<file path="src/rtl/pwm_pkg.sv">
/*
  Shared types and default widths for the two-channel PWM generator.
  The default widths only seed the top-level parameters; every module
  takes its actual widths from the parameters passed down from the top.
  Event and interrupt vectors share one bit order, so they line up bit for bit.
*/
package pwm_pkg;

  // Default counter/compare width and dead-band delay width
  localparam int CNT_W_DEF = 32;
  localparam int DB_W_DEF  = 12;

  // Shadow register update point
  typedef enum logic [1:0] {
    SYNC_ZERO   = 2'b00,
    SYNC_PERIOD = 2'b01,
    SYNC_BOTH   = 2'b10,
    SYNC_END    = 2'b11
  } sync_mode_e;

  // One-cycle counter events, split by count direction for the compares
  typedef struct packed {
    logic cnt_zero;
    logic cnt_load;
    logic cmpa_up;
    logic cmpa_down;
    logic cmpb_up;
    logic cmpb_down;
  } pwm_event_t;

  // Per-channel control
  typedef struct packed {
    logic en;
    logic inv;
  } pwm_chan_t;

  // Interrupt enable, clear and flag vectors
  typedef struct packed {
    logic cnt_zero;
    logic cnt_load;
    logic cmpa_up;
    logic cmpa_down;
    logic cmpb_up;
    logic cmpb_down;
  } pwm_irq_t;

endpackage

</file>
<file path="src/rtl/pwm_shadow.sv">
/*
  Shadow registers for period and the two compare values.
  While both channels are off the shadows follow the live inputs every
  cycle. Once running, they load only on the selected sync point, so a
  new value takes effect from the count after that point.
  The counter markers must already be qualified by activity.
*/
`timescale 1ns/100ps

module pwm_shadow #(
  parameter int CNT_W = 32
) (
  input  logic                   clk,
  input  logic                   rstn,
  input  logic                   i_active,
  input  pwm_pkg::sync_mode_e    i_sync_mode,
  input  logic                   i_at_zero,
  input  logic                   i_at_period,
  input  logic                   i_at_end,
  input  logic [CNT_W-1:0]       i_period_val,
  input  logic [CNT_W-1:0]       i_cmp_a_val,
  input  logic [CNT_W-1:0]       i_cmp_b_val,
  output logic [CNT_W-1:0]       o_period,
  output logic [CNT_W-1:0]       o_cmp_a,
  output logic [CNT_W-1:0]       o_cmp_b
);

  logic upd_sync;
  logic upd;

  // Sync mode selects which counter marker opens the shadows
  always_comb begin
    case (i_sync_mode)
      pwm_pkg::SYNC_ZERO:   upd_sync = i_at_zero;
      pwm_pkg::SYNC_PERIOD: upd_sync = i_at_period;
      pwm_pkg::SYNC_BOTH:   upd_sync = i_at_zero | i_at_period;
      pwm_pkg::SYNC_END:    upd_sync = i_at_end;
      default:              upd_sync = 1'b0;
    endcase
  end

  assign upd = upd_sync | ~i_active;

  // Period resets to all ones so an idle counter never wraps early
  always_ff @(posedge clk or negedge rstn) begin
    if (!rstn) begin
      o_period <= '1;
    end else if (upd) begin
      o_period <= i_period_val;
    end
  end

  always_ff @(posedge clk or negedge rstn) begin
    if (!rstn) begin
      o_cmp_a <= '0;
    end else if (upd) begin
      o_cmp_a <= i_cmp_a_val;
    end
  end

  always_ff @(posedge clk or negedge rstn) begin
    if (!rstn) begin
      o_cmp_b <= '0;
    end else if (upd) begin
      o_cmp_b <= i_cmp_b_val;
    end
  end

endmodule

</file>
<file path="src/rtl/pwm_counter.sv">
/*
  PWM time base.
  Up mode counts 0..period and wraps. Up-down mode turns down at
  period-1 and up again when the down ramp reaches 1, so the peak is the
  period and the valley is 0. A period of 0 holds the count at 0.
  When both channels are off the count is 0 and the direction is up.
*/
`timescale 1ns/100ps

module pwm_counter #(
  parameter int CNT_W = 32
) (
  input  logic                clk,
  input  logic                rstn,
  input  pwm_pkg::pwm_chan_t  i_chan_a,
  input  pwm_pkg::pwm_chan_t  i_chan_b,
  input  logic                i_updown,
  input  logic [CNT_W-1:0]    i_period,
  input  logic [CNT_W-1:0]    i_cmp_a,
  input  logic [CNT_W-1:0]    i_cmp_b,
  output logic [CNT_W-1:0]    o_cnt,
  output logic                o_up,
  output logic                o_active,
  output logic                o_at_zero,
  output logic                o_at_period,
  output logic                o_at_end,
  output pwm_pkg::pwm_event_t o_evt
);

  localparam logic [CNT_W-1:0] ONE = CNT_W'(1);

  logic hit_a;
  logic hit_b;

  assign o_active = i_chan_a.en | i_chan_b.en;

  always_ff @(posedge clk or negedge rstn) begin
    if (!rstn) begin
      o_cnt <= '0;
    end else if (!o_active) begin
      o_cnt <= '0;
    end else if (!i_updown) begin
      o_cnt <= (o_cnt == i_period) ? '0 : o_cnt + ONE;
    end else if (i_period == '0) begin
      o_cnt <= '0;
    end else begin
      o_cnt <= o_up ? o_cnt + ONE : o_cnt - ONE;
    end
  end

  // Direction turns one step early so the turn count itself is the peak
  always_ff @(posedge clk or negedge rstn) begin
    if (!rstn) begin
      o_up <= 1'b1;
    end else if (!o_active || !i_updown) begin
      o_up <= 1'b1;
    end else if (o_cnt == i_period - ONE) begin
      o_up <= 1'b0;
    end else if (!o_up && o_cnt == ONE) begin
      o_up <= 1'b1;
    end
  end

  assign o_at_zero   = o_active && (o_cnt == '0);
  assign o_at_period = o_active && (o_cnt == i_period);
  assign o_at_end    = i_updown ? (o_active && !o_up && o_cnt == ONE) : o_at_period;

  assign hit_a = o_active && (o_cnt == i_cmp_a);
  assign hit_b = o_active && (o_cnt == i_cmp_b);

  always_comb begin
    o_evt.cnt_zero  = o_at_zero;
    o_evt.cnt_load  = o_at_period;
    o_evt.cmpa_up   = hit_a & o_up;
    o_evt.cmpa_down = hit_a & ~o_up;
    o_evt.cmpb_up   = hit_b & o_up;
    o_evt.cmpb_down = hit_b & ~o_up;
  end

endmodule

</file>
<file path="src/rtl/pwm_waveform.sv">
/*
  Compare outputs, dead-band pair, inversion and output enables.
  The pin outputs are registered and lag the count by one cycle.
  In dead-band mode both pins derive from channel A only: A rises after
  raw A has been high for delay+1 cycles, B is its delayed complement.
  Output enables follow the channel enables and ignore dead-band mode.
*/
`timescale 1ns/100ps

module pwm_waveform #(
  parameter int CNT_W = 32,
  parameter int DB_W  = 12
) (
  input  logic               clk,
  input  logic               rstn,
  input  pwm_pkg::pwm_chan_t i_chan_a,
  input  pwm_pkg::pwm_chan_t i_chan_b,
  input  logic               i_active,
  input  logic               i_up,
  input  logic [CNT_W-1:0]   i_cnt,
  input  logic [CNT_W-1:0]   i_cmp_a,
  input  logic [CNT_W-1:0]   i_cmp_b,
  input  logic               i_db_en,
  input  logic [DB_W-1:0]    i_db_delay,
  output logic               o_pwm_a,
  output logic               o_pwm_b,
  output logic               o_oe_a,
  output logic               o_oe_b
);

  logic            raw_a;
  logic            raw_b;
  logic            pwm_a_q;
  logic            pwm_b_q;
  logic [DB_W-1:0] db_cnt_a;
  logic [DB_W-1:0] db_cnt_b;
  logic            db_a;
  logic            db_b;
  logic            pre_a;
  logic            pre_b;

  // Inclusive compare on the way up, exclusive on the way down
  assign raw_a = i_chan_a.en && ((i_up && i_cnt >= i_cmp_a) || (!i_up && i_cnt > i_cmp_a));
  assign raw_b = i_chan_b.en && ((i_up && i_cnt >= i_cmp_b) || (!i_up && i_cnt > i_cmp_b));

  always_ff @(posedge clk or negedge rstn) begin
    if (!rstn) begin
      pwm_a_q <= 1'b0;
      pwm_b_q <= 1'b0;
    end else begin
      pwm_a_q <= raw_a;
      pwm_b_q <= raw_b;
    end
  end

  // Time raw A high for the A edge and raw A low for the B edge
  always_ff @(posedge clk or negedge rstn) begin
    if (!rstn) begin
      db_cnt_a <= '0;
    end else if (!i_active || !raw_a || db_cnt_a == i_db_delay) begin
      db_cnt_a <= '0;
    end else begin
      db_cnt_a <= db_cnt_a + 1'b1;
    end
  end

  always_ff @(posedge clk or negedge rstn) begin
    if (!rstn) begin
      db_cnt_b <= '0;
    end else if (!i_active || raw_a || db_cnt_b == i_db_delay) begin
      db_cnt_b <= '0;
    end else begin
      db_cnt_b <= db_cnt_b + 1'b1;
    end
  end

  always_ff @(posedge clk or negedge rstn) begin
    if (!rstn) begin
      db_a <= 1'b0;
    end else if (!i_active || (!raw_a && pwm_a_q)) begin
      db_a <= 1'b0;
    end else if (raw_a && db_cnt_a == i_db_delay) begin
      db_a <= 1'b1;
    end
  end

  // Complement idles high
  always_ff @(posedge clk or negedge rstn) begin
    if (!rstn) begin
      db_b <= 1'b1;
    end else if (!i_active) begin
      db_b <= 1'b1;
    end else if (raw_a && !pwm_a_q) begin
      db_b <= 1'b0;
    end else if (!raw_a && db_cnt_b == i_db_delay) begin
      db_b <= 1'b1;
    end
  end

  assign pre_a = i_db_en ? db_a : pwm_a_q;
  assign pre_b = i_db_en ? db_b : pwm_b_q;

  assign o_pwm_a = pre_a ^ i_chan_a.inv;
  assign o_pwm_b = pre_b ^ i_chan_b.inv;
  assign o_oe_a  = i_chan_a.en;
  assign o_oe_b  = i_chan_b.en;

endmodule

</file>
<file path="src/rtl/pwm_irq.sv">
/*
  Sticky interrupt flags.
  Each flag sets on the clock after its event pulse falls, so a flag
  appears about two cycles after the count that raised the event.
  A flag sets only while its enable bit is high and stays set until its
  clear bit is pulsed; clear wins over a set in the same cycle.
*/
`timescale 1ns/100ps

module pwm_irq (
  input  logic                clk,
  input  logic                rstn,
  input  pwm_pkg::pwm_event_t i_evt,
  input  pwm_pkg::pwm_irq_t   i_irq_en,
  input  pwm_pkg::pwm_irq_t   i_irq_clr,
  output pwm_pkg::pwm_irq_t   o_irq
);

  pwm_pkg::pwm_event_t evt_q;
  logic [5:0]          evt_fall;
  logic [5:0]          irq_set;
  logic [5:0]          irq_nxt;

  always_ff @(posedge clk or negedge rstn) begin
    if (!rstn) begin
      evt_q <= '0;
    end else begin
      evt_q <= i_evt;
    end
  end

  // Falling edge of each event, same bit order as the flag vector
  assign evt_fall = evt_q & ~i_evt;
  assign irq_set  = evt_fall & i_irq_en;
  assign irq_nxt  = (o_irq | irq_set) & ~i_irq_clr;

  always_ff @(posedge clk or negedge rstn) begin
    if (!rstn) begin
      o_irq <= '0;
    end else begin
      o_irq <= pwm_pkg::pwm_irq_t'(irq_nxt);
    end
  end

endmodule

</file>
<file path="src/rtl/pwm_top.sv">
/*
  Two-channel PWM generator, single clock.
  Shadow update, counter, waveform stage and interrupt flags.
  CNT_W sets the counter and compare width, DB_W the dead-band delay.
  Compare and period inputs are sampled into shadows and take effect
  at the selected sync point once a channel is enabled.
*/
`timescale 1ns/100ps

module pwm_top #(
  parameter int CNT_W = pwm_pkg::CNT_W_DEF,
  parameter int DB_W  = pwm_pkg::DB_W_DEF
) (
  input  logic                clk,
  input  logic                rstn,
  input  pwm_pkg::pwm_chan_t  i_chan_a,
  input  pwm_pkg::pwm_chan_t  i_chan_b,
  input  logic                i_updown,
  input  pwm_pkg::sync_mode_e i_sync_mode,
  input  logic [CNT_W-1:0]    i_period_val,
  input  logic [CNT_W-1:0]    i_cmp_a_val,
  input  logic [CNT_W-1:0]    i_cmp_b_val,
  input  logic                i_db_en,
  input  logic [DB_W-1:0]     i_db_delay,
  input  pwm_pkg::pwm_irq_t   i_irq_en,
  input  pwm_pkg::pwm_irq_t   i_irq_clr,
  output logic [CNT_W-1:0]    o_cnt,
  output logic                o_pwm_a,
  output logic                o_pwm_b,
  output logic                o_oe_a,
  output logic                o_oe_b,
  output pwm_pkg::pwm_irq_t   o_irq
);

  logic [CNT_W-1:0]    period;
  logic [CNT_W-1:0]    cmp_a;
  logic [CNT_W-1:0]    cmp_b;
  logic                up;
  logic                active;
  logic                at_zero;
  logic                at_period;
  logic                at_end;
  pwm_pkg::pwm_event_t evt;

  pwm_shadow #(
    .CNT_W (CNT_W)
  ) u_shadow (
    .clk          (clk),
    .rstn         (rstn),
    .i_active     (active),
    .i_sync_mode  (i_sync_mode),
    .i_at_zero    (at_zero),
    .i_at_period  (at_period),
    .i_at_end     (at_end),
    .i_period_val (i_period_val),
    .i_cmp_a_val  (i_cmp_a_val),
    .i_cmp_b_val  (i_cmp_b_val),
    .o_period     (period),
    .o_cmp_a      (cmp_a),
    .o_cmp_b      (cmp_b)
  );

  pwm_counter #(
    .CNT_W (CNT_W)
  ) u_counter (
    .clk         (clk),
    .rstn        (rstn),
    .i_chan_a    (i_chan_a),
    .i_chan_b    (i_chan_b),
    .i_updown    (i_updown),
    .i_period    (period),
    .i_cmp_a     (cmp_a),
    .i_cmp_b     (cmp_b),
    .o_cnt       (o_cnt),
    .o_up        (up),
    .o_active    (active),
    .o_at_zero   (at_zero),
    .o_at_period (at_period),
    .o_at_end    (at_end),
    .o_evt       (evt)
  );

  pwm_waveform #(
    .CNT_W (CNT_W),
    .DB_W  (DB_W)
  ) u_waveform (
    .clk        (clk),
    .rstn       (rstn),
    .i_chan_a   (i_chan_a),
    .i_chan_b   (i_chan_b),
    .i_active   (active),
    .i_up       (up),
    .i_cnt      (o_cnt),
    .i_cmp_a    (cmp_a),
    .i_cmp_b    (cmp_b),
    .i_db_en    (i_db_en),
    .i_db_delay (i_db_delay),
    .o_pwm_a    (o_pwm_a),
    .o_pwm_b    (o_pwm_b),
    .o_oe_a     (o_oe_a),
    .o_oe_b     (o_oe_b)
  );

  pwm_irq u_irq (
    .clk       (clk),
    .rstn      (rstn),
    .i_evt     (evt),
    .i_irq_en  (i_irq_en),
    .i_irq_clr (i_irq_clr),
    .o_irq     (o_irq)
  );

endmodule

</file>
<file path="config.mk">
export PLATFORM = sky130hd
export DESIGN_NAME = pwm_top
export DESIGN_NICKNAME = d
export VERILOG_FILES = /design/src/rtl/pwm_pkg.sv /design/src/rtl/pwm_shadow.sv /design/src/rtl/pwm_counter.sv /design/src/rtl/pwm_waveform.sv /design/src/rtl/pwm_irq.sv /design/src/rtl/pwm_top.sv
export SDC_FILE = /design/constraint.sdc
export NUM_CORES = 1
export LEC_CHECK = 0
export BUFFER_PORTS_ARGS = -buffer_cell sky130_fd_sc_hd__buf_2
export CORE_ASPECT_RATIO = 1.1
export CORE_UTILIZATION = 50
export CTS_CLUSTER_DIAMETER = 30
export CTS_CLUSTER_SIZE = 12
export DETAILED_ROUTE_END_ITERATION = 6
export PLACE_DENSITY = 0.72
export SYNTH_ARGS = -nofsm -noshare
export SYNTH_HDL_FRONTEND = slang
export SYNTH_SLANG_ARGS = --single-unit
export TNS_END_PERCENT = 30
</file>
<file path="constraint.sdc">
create_clock -name clk -period 3.65 [get_ports clk]
set_input_delay 0.5475 -clock clk [delete_from_list [all_inputs] [get_ports clk]]
set_output_delay 0.5475 -clock clk [all_outputs]
set_load 0.005 [all_outputs]
</file>
==> metrics.yaml, run 1 <==
outcome:
  outcome: "completed"
synth:
  synth_cells: 1064
  synth-main-ff-cell: "sky130_fd_sc_hd__dfrtp_1"
  ys.warnings.count: 0
  yosys_register_bits: 169
  synth.avg_cell_area_um2: 10.2
  synth_sequential_area_ratio: 0.394
  netlist_top_cells_area: "sky130_fd_sc_hd__dfrtp_1, sky130_fd_sc_hd__ha_1, sky130_fd_sc_hd__dfstp_2"
  synth_edf_count: 0
  count_of_distinct_cell_types_in_the_synthesized_netlist: 68
  synthesis.area_um2: 10900
  synth_async_sr_flop_share: 1.00
  synth_area_leader_cell: "sky130_fd_sc_hd__dfrtp_1"
  synth_top_cell_area_share: 0.311
  mappedNetlistNets: 1266
sta:
  timing.final.hold_violations: 0
  worst_setup_slack_after_layout_ns: 0.370
  grt_setup_unrepaired: "false"
  whs_ns: 0.143
  layout_skew_ns: 0.0119
  setup-tns-final_ns: 0
  finalSetupViolCount: 0
  min_period_over_period: 0.899
  max_freq_mhz: 305
  period_needed_ns: 3.28
  final_max_slew_viol_count: 0
  max_slew_margin: 0.504
  tightestPinTransition_ns: 0.741
drt:
  via_count: 8617
  drt_iter0_drc: 415
  route.detailed.vias_per_inst: 5.57
  drtPass1Iterations: 5
  ant_nets: 0
  drc_errors: 0
  detail_route.wirelength_um: 27400
  wl_per_cell_um: 17.7
floorplan:
  die_width_um: 142
  die_area_um2: 22300
  start_util: 0.510
  rows: 56
  die_h_um: 157
  ioPinCount: 172
  core_um2: 21300
clock_network:
  cts-resized-gates: 0
  clock-root-buffer: "sky130_fd_sc_hd__clkbuf_16"
  max-clock-path-buffers: 2
  tritoncts: "done"
  cts.repair_timing.setup_buffer_count: 0
  cts_hold_repair.buffers: 0
  ctsHtreeMaxLevel: 4
  clock_transition_at_the_registers_of_the_reported_paths_ns: 0.07
  cts.sink_count: 169
  clk_latency_ns: 0.43
  tritoncts.num_buffers: 17
setup_path:
  max_fanout_on_critical_path: 19
  crit_end_category: "register"
  crit_path_start_kind: "register"
  setup.worst_path.class: "register to register"
  cp.arrival_ns: 3.64
  required_ns: 4.01
global_routing:
  overall_global_routing_resource_usage: 0.257
  vias_in_the_first_global_route: 8589
  grt_first_pass_wirelength_um: 44000
  overflow: 0
  grt_antenna_before_repair: 0
  grt_max_degree: 76
cells_and_area:
  fin_nets: 1444
  fin_cells: 1546
  design_area_um2: 12700
  syn2layout_area_growth_pct: 16.9
  post-route-util: 0.596
  share_of_cells_above_drive_strength_1: 0.312
power_and_ir_drop:
  cellLeakagePower_nw: 6.37
  pwr_per_cell_area_nw_per_um2: 539
  report.power.total_mw: 6.84
  irDropWorstVdd_mv: 0.302
run:
  max-cap-violations: 0
min_path:
  hold_path_class: "input port to async pin"
placed_design:
  gp_congestion: 0.918
  io_buffers: 171
  place_inst: 1513
  preCtsSetupSlack_ns: 0.408
  dpl.hpwl_um: 20800
  placed_cell_area_um2: 12100
==> where the power goes <==
| group | internal [mW] | leakage, nW | switching (mW) |
|---|---|---|---|
| Clock | 1.01 | 0.287 | 0.788 |
| Combinational | 1.13 | 4.00 | 1.03 |
| Sequential | 2.42 | 2.08 | 0.468 |
| Total | 4.56 | 6.37 | 2.28 |
==> kinds of logic (layout without fill, tap and decap cells) <==
group / after synthesis / in the layout / share of synthesized area
other: 0 / 1 / 0
AO/OA/AOI/OAI: 137 / 137 / 0.0843
XOR/XNOR: 127 / 127 / 0.102
AND/OR/NAND/NOR: 324 / 324 / 0.163
multiplexers: 100 / 100 / 0.117
adder cells (fa/ha/maj): 72 / 72 / 0.0830
flip-flops: 169 / 169 / 0.394
buffers and inverters: 135 / 326 / 0.0566
==> worst max-delay path, stage by stage (launching register included) <==
cell	delay, ns
sky130_fd_sc_hd__dfstp_2	0.61
sky130_fd_sc_hd__xor2_1	0.13
sky130_fd_sc_hd__or4b_1	0.53
sky130_fd_sc_hd__nor4_1	0.25
sky130_fd_sc_hd__nand3_1	0.24
sky130_fd_sc_hd__o21ai_4	0.66
sky130_fd_sc_hd__buf_4	0.40
sky130_fd_sc_hd__mux2_2	0.37
==> registers in the layout, summed over array words and instances, names as in the netlist, 6 cells and up <==
register             cells
u_counter.o_cnt         32
u_shadow.o_cmp_a        32
u_irq.evt_q              6
u_waveform.db_cnt_a     12
u_shadow.o_period       32
u_irq.o_irq              6
u_waveform.db_cnt_b     12
u_shadow.o_cmp_b        32
==> metal layers <==
layer  GRT usage  vias up  routed length, um  share of wire
met3      0.0490       76               1570          0.057
met5           0        -                  0              0
met2       0.412      287              12600           0.46
met4       0.116        0                988          0.036
met1       0.336     4136              12200           0.45
li1            -     4118                  -              -
==> synthesized netlist by cell type (5+ instances only) <==
master                     count
sky130_fd_sc_hd__nor3_1       16
sky130_fd_sc_hd__mux2_2       56
sky130_fd_sc_hd__a31oi_1      12
sky130_fd_sc_hd__a21o_1       26
sky130_fd_sc_hd__o211ai_1      5
sky130_fd_sc_hd__and3_1       13
sky130_fd_sc_hd__mux2_4       40
sky130_fd_sc_hd__nor4_1       20
sky130_fd_sc_hd__or3_1        14
sky130_fd_sc_hd__ha_1         72
sky130_fd_sc_hd__nor2_1       96
sky130_fd_sc_hd__xnor2_1      61
sky130_fd_sc_hd__nand4_1      35
sky130_fd_sc_hd__buf_4         7
sky130_fd_sc_hd__xor2_1       66
sky130_fd_sc_hd__o21ai_0      22
sky130_fd_sc_hd__nand2_1      30
sky130_fd_sc_hd__nand3_1      36
sky130_fd_sc_hd__or4_1        14
sky130_fd_sc_hd__clkbuf_1     37
sky130_fd_sc_hd__dfstp_2      34
sky130_fd_sc_hd__inv_1        82
sky130_fd_sc_hd__dfrtp_1     135
sky130_fd_sc_hd__a21oi_1      33
sky130_fd_sc_hd__nand2b_1     12
sky130_fd_sc_hd__and4_1        7
==> area by class of cell <==
class                           instances  area (um^2)
Fill cell                            1875         8610
Multi-Input combinational cell        760         5980
Sequential cell                       169         4270
Timing Repair Buffer                  212         1190
Clock buffer                           17          425
Tap cell                              290          363
Inverter                               82          308
Clock inverter                         15          150
Antenna cell                            1         2.50
==> path summary, 6_finish.rpt <==
path	start	endpoint	slack, ns	depth (start not counted)
max	u_shadow.o_period[4]	u_shadow.o_period[9]	0.37	7
min	rstn	u_shadow.o_cmp_b[5]	0.14	1
max reg2reg	u_shadow.o_period[4]	u_shadow.o_period[9]	0.37	7
min reg2reg	u_irq.o_irq[5]	u_irq.o_irq[5]	0.50	2
max in group asynchronous	rstn	u_shadow.o_period[24]	2.56	2
min in group clk	i_irq_clr[0]	u_irq.o_irq[0]	0.27	2
==> cell usage in the layout, fill, tap and decap left out, types with 5 or more instances in the layout <==
| cell type | instances |
|---|---|
| sky130_fd_sc_hd__or3_1 | 14 |
| sky130_fd_sc_hd__dfstp_2 | 34 |
| sky130_fd_sc_hd__a21o_1 | 26 |
| sky130_fd_sc_hd__and3_1 | 13 |
| sky130_fd_sc_hd__a31oi_1 | 12 |
| sky130_fd_sc_hd__o211ai_1 | 5 |
| sky130_fd_sc_hd__ha_1 | 72 |
| sky130_fd_sc_hd__nand4_1 | 35 |
| sky130_fd_sc_hd__inv_1 | 82 |
| sky130_fd_sc_hd__mux2_2 | 56 |
| sky130_fd_sc_hd__nand3_1 | 36 |
| sky130_fd_sc_hd__xor2_1 | 66 |
| sky130_fd_sc_hd__clkbuf_16 | 17 |
| sky130_fd_sc_hd__nand2_1 | 30 |
| sky130_fd_sc_hd__buf_2 | 170 |
| sky130_fd_sc_hd__clkinv_2 | 6 |
| sky130_fd_sc_hd__nor4_1 | 20 |
| sky130_fd_sc_hd__buf_4 | 39 |
| sky130_fd_sc_hd__nand2b_1 | 12 |
| sky130_fd_sc_hd__or4_1 | 14 |
| sky130_fd_sc_hd__o21ai_0 | 22 |
| sky130_fd_sc_hd__a21oi_1 | 33 |
| sky130_fd_sc_hd__and4_1 | 7 |
| sky130_fd_sc_hd__nor2_1 | 96 |
| sky130_fd_sc_hd__xnor2_1 | 61 |
| sky130_fd_sc_hd__nor3_1 | 16 |
| sky130_fd_sc_hd__mux2_4 | 40 |
| sky130_fd_sc_hd__dfrtp_1 | 135 |
Power figures use the tool's default switching activity.
==> run 2: changes to the inputs <==
--- a/config.mk
+++ b/config.mk
@@ -12,6 +12,7 @@
 export CTS_CLUSTER_SIZE = 12
 export DETAILED_ROUTE_END_ITERATION = 6
 export PLACE_DENSITY = 0.72
+export REMOVE_ABC_BUFFERS = 1
 export SYNTH_ARGS = -nofsm -noshare
 export SYNTH_HDL_FRONTEND = slang
 export SYNTH_SLANG_ARGS = --single-unit
==> metrics.yaml, run 2 (synthesis gave the netlist of run 1 again) <==
sta:
  layout_skew_ns: 0.00803
  finalSetupViolCount: 0
  worst_setup_slack_after_layout_ns: 0.372
  max_slew_margin: 0.483
  final_max_slew_viol_count: 0
  tightestPinTransition_ns: 0.775
  grt_setup_unrepaired: "false"
  min_period_over_period: 0.898
  setup-tns-final_ns: 0
  timing.final.hold_violations: 0
  whs_ns: 0.161
  period_needed_ns: 3.28
  max_freq_mhz: 305
setup_path:
  crit-reg2reg-capture: "u_waveform.db_cnt_b[3]"
  timing.reg2reg.worst_path_depth: 9
  timing.critical_path.slowest_stage_cell: "sky130_fd_sc_hd__dfrtp_1"
  launch_instance_of_the_worst_register_to_register_path: "u_counter.o_cnt[0]"
  max_fanout_on_critical_path: 11
  required_ns: 4.00
  cp.arrival_ns: 3.63
  cp_slowest_stage_delay_ns: 0.57
  crit_path_start_kind: "register"
  timing.reg2reg.setup_slack_ns: 0.37
  crit_end_category: "register"
  setup.worst_path.class: "register to register"
  critical_path.cell_chain: "inv_1 > ha_1 > and4_1 > o31a_1 > o311ai_0 > buf_4 > a31oi_1 > nand2b_1 > nor2_1"
floorplan:
  rows: 56
  ioPinCount: 172
  start_util: 0.510
  core_um2: 21300
  die_h_um: 157
  die_area_um2: 22300
  die_width_um: 142
drt:
  drc_errors: 0
  drtPass1Iterations: 6
  via_count: 8632
  wl_per_cell_um: 17.7
  detail_route.wirelength_um: 27300
  drt_iter0_drc: 578
  route.detailed.vias_per_inst: 5.60
  ant_nets: 0
clock_network:
  clock_transition_at_the_registers_of_the_reported_paths_ns: 0.06
  clock-root-buffer: "sky130_fd_sc_hd__clkbuf_16"
  ctsHtreeMaxLevel: 4
  cts.sink_count: 169
  cts-resized-gates: 0
  tritoncts.num_buffers: 17
  clk_latency_ns: 0.43
  cts.repair_timing.setup_buffer_count: 0
  tritoncts: "done"
  max-clock-path-buffers: 2
  cts_hold_repair.buffers: 0
power_and_ir_drop:
  report.power.total_mw: 6.95
  pwr_per_cell_area_nw_per_um2: 547
  irDropWorstVdd_mv: 0.290
  cellLeakagePower_nw: 6.37
placed_design:
  dpl.hpwl_um: 20900
  place_inst: 1510
  io_buffers: 171
  gp_congestion: 0.992
  preCtsSetupSlack_ns: 0.418
  placed_cell_area_um2: 12100
cells_and_area:
  fillCellCount: 1839
  share_of_cells_above_drive_strength_1: 0.310
  fin_nets: 1441
  layout_commonest_cell: "sky130_fd_sc_hd__buf_2"
  fin_cells: 1542
  design_area_um2: 12700
  mostFrequentLayoutCells: "sky130_fd_sc_hd__buf_2, sky130_fd_sc_hd__dfrtp_1, sky130_fd_sc_hd__nor2_1"
  post-route-util: 0.596
  syn2layout_area_growth_pct: 17.0
  insertedDiodeCount: 0
global_routing:
  overall_global_routing_resource_usage: 0.257
  overflow: 0
  grt_first_pass_wirelength_um: 44400
  grt_max_degree: 79
  vias_in_the_first_global_route: 8585
  grt_antenna_before_repair: 0
min_path:
  hold_path_class: "input port to async pin"
run:
  max-cap-violations: 0
outcome:
  outcome: "completed"
run 2: cell count changes in the layout (fill, tap and decap cells not counted), sizes merged:
cell and delta:
clkinv -6, inv +4, buf -3, bufinv +1, clkinvlp +1, diode -1
run 2: worst max path at each step:
stage                     cells past startpoint  slack (ns)                start                      end
final                                         9        0.37   u_counter.o_cnt[0]   u_waveform.db_cnt_b[3]
after floorplan                               6       -1.67   u_counter.o_cnt[4]     u_shadow.o_period[0]
after global routing                          9        0.22   u_counter.o_cnt[0]   u_waveform.db_cnt_b[6]
after global placement                        8        0.51  u_counter.o_cnt[20]      u_shadow.o_cmp_b[1]
after detailed placement                      9        0.42   u_counter.o_cnt[0]  u_waveform.db_cnt_b[11]
after CTS                                     9        0.42   u_counter.o_cnt[0]   u_waveform.db_cnt_b[3]
run 2: final cells by class:
cell class / instances / area (um^2) / share of cell area
clock inverters: 15 / 186 / 0.0147
clock buffers: 17 / 425 / 0.0335
multi-input cells: 760 / 5980 / 0.470
inverters: 82 / 308 / 0.0242
well taps: 290 / 363 / 0.0286
flip-flops and latches: 169 / 4270 / 0.336
repair buffers: 209 / 1170 / 0.0923
run 2: layer usage:
metal | vias to the layer above | global-route usage | routed length, um
li1 | 4103 | - | -
met1 | 4190 | 0.338 | 12100
met2 | 291 | 0.433 | 13200
met3 | 48 | 0.0355 | 1370
met4 | 0 | 0.0865 | 661
met5 | - | 0 | 0
run 2: power by group:
part           switching [mW]  internal (mW)  total, mW
registers               0.458           2.42       2.88
logic                    1.04           1.13       2.17
clock network           0.812           1.09       1.91
run 2: critical path, delay by kind of cell, from the launching register on:
kind | cells | cell delay, ns
simple gates | 3 | 0.84
flops | 1 | 0.57
compound gates | 3 | 1.01
fa+ha+maj | 1 | 0.33
buf+inv | 2 | 0.44
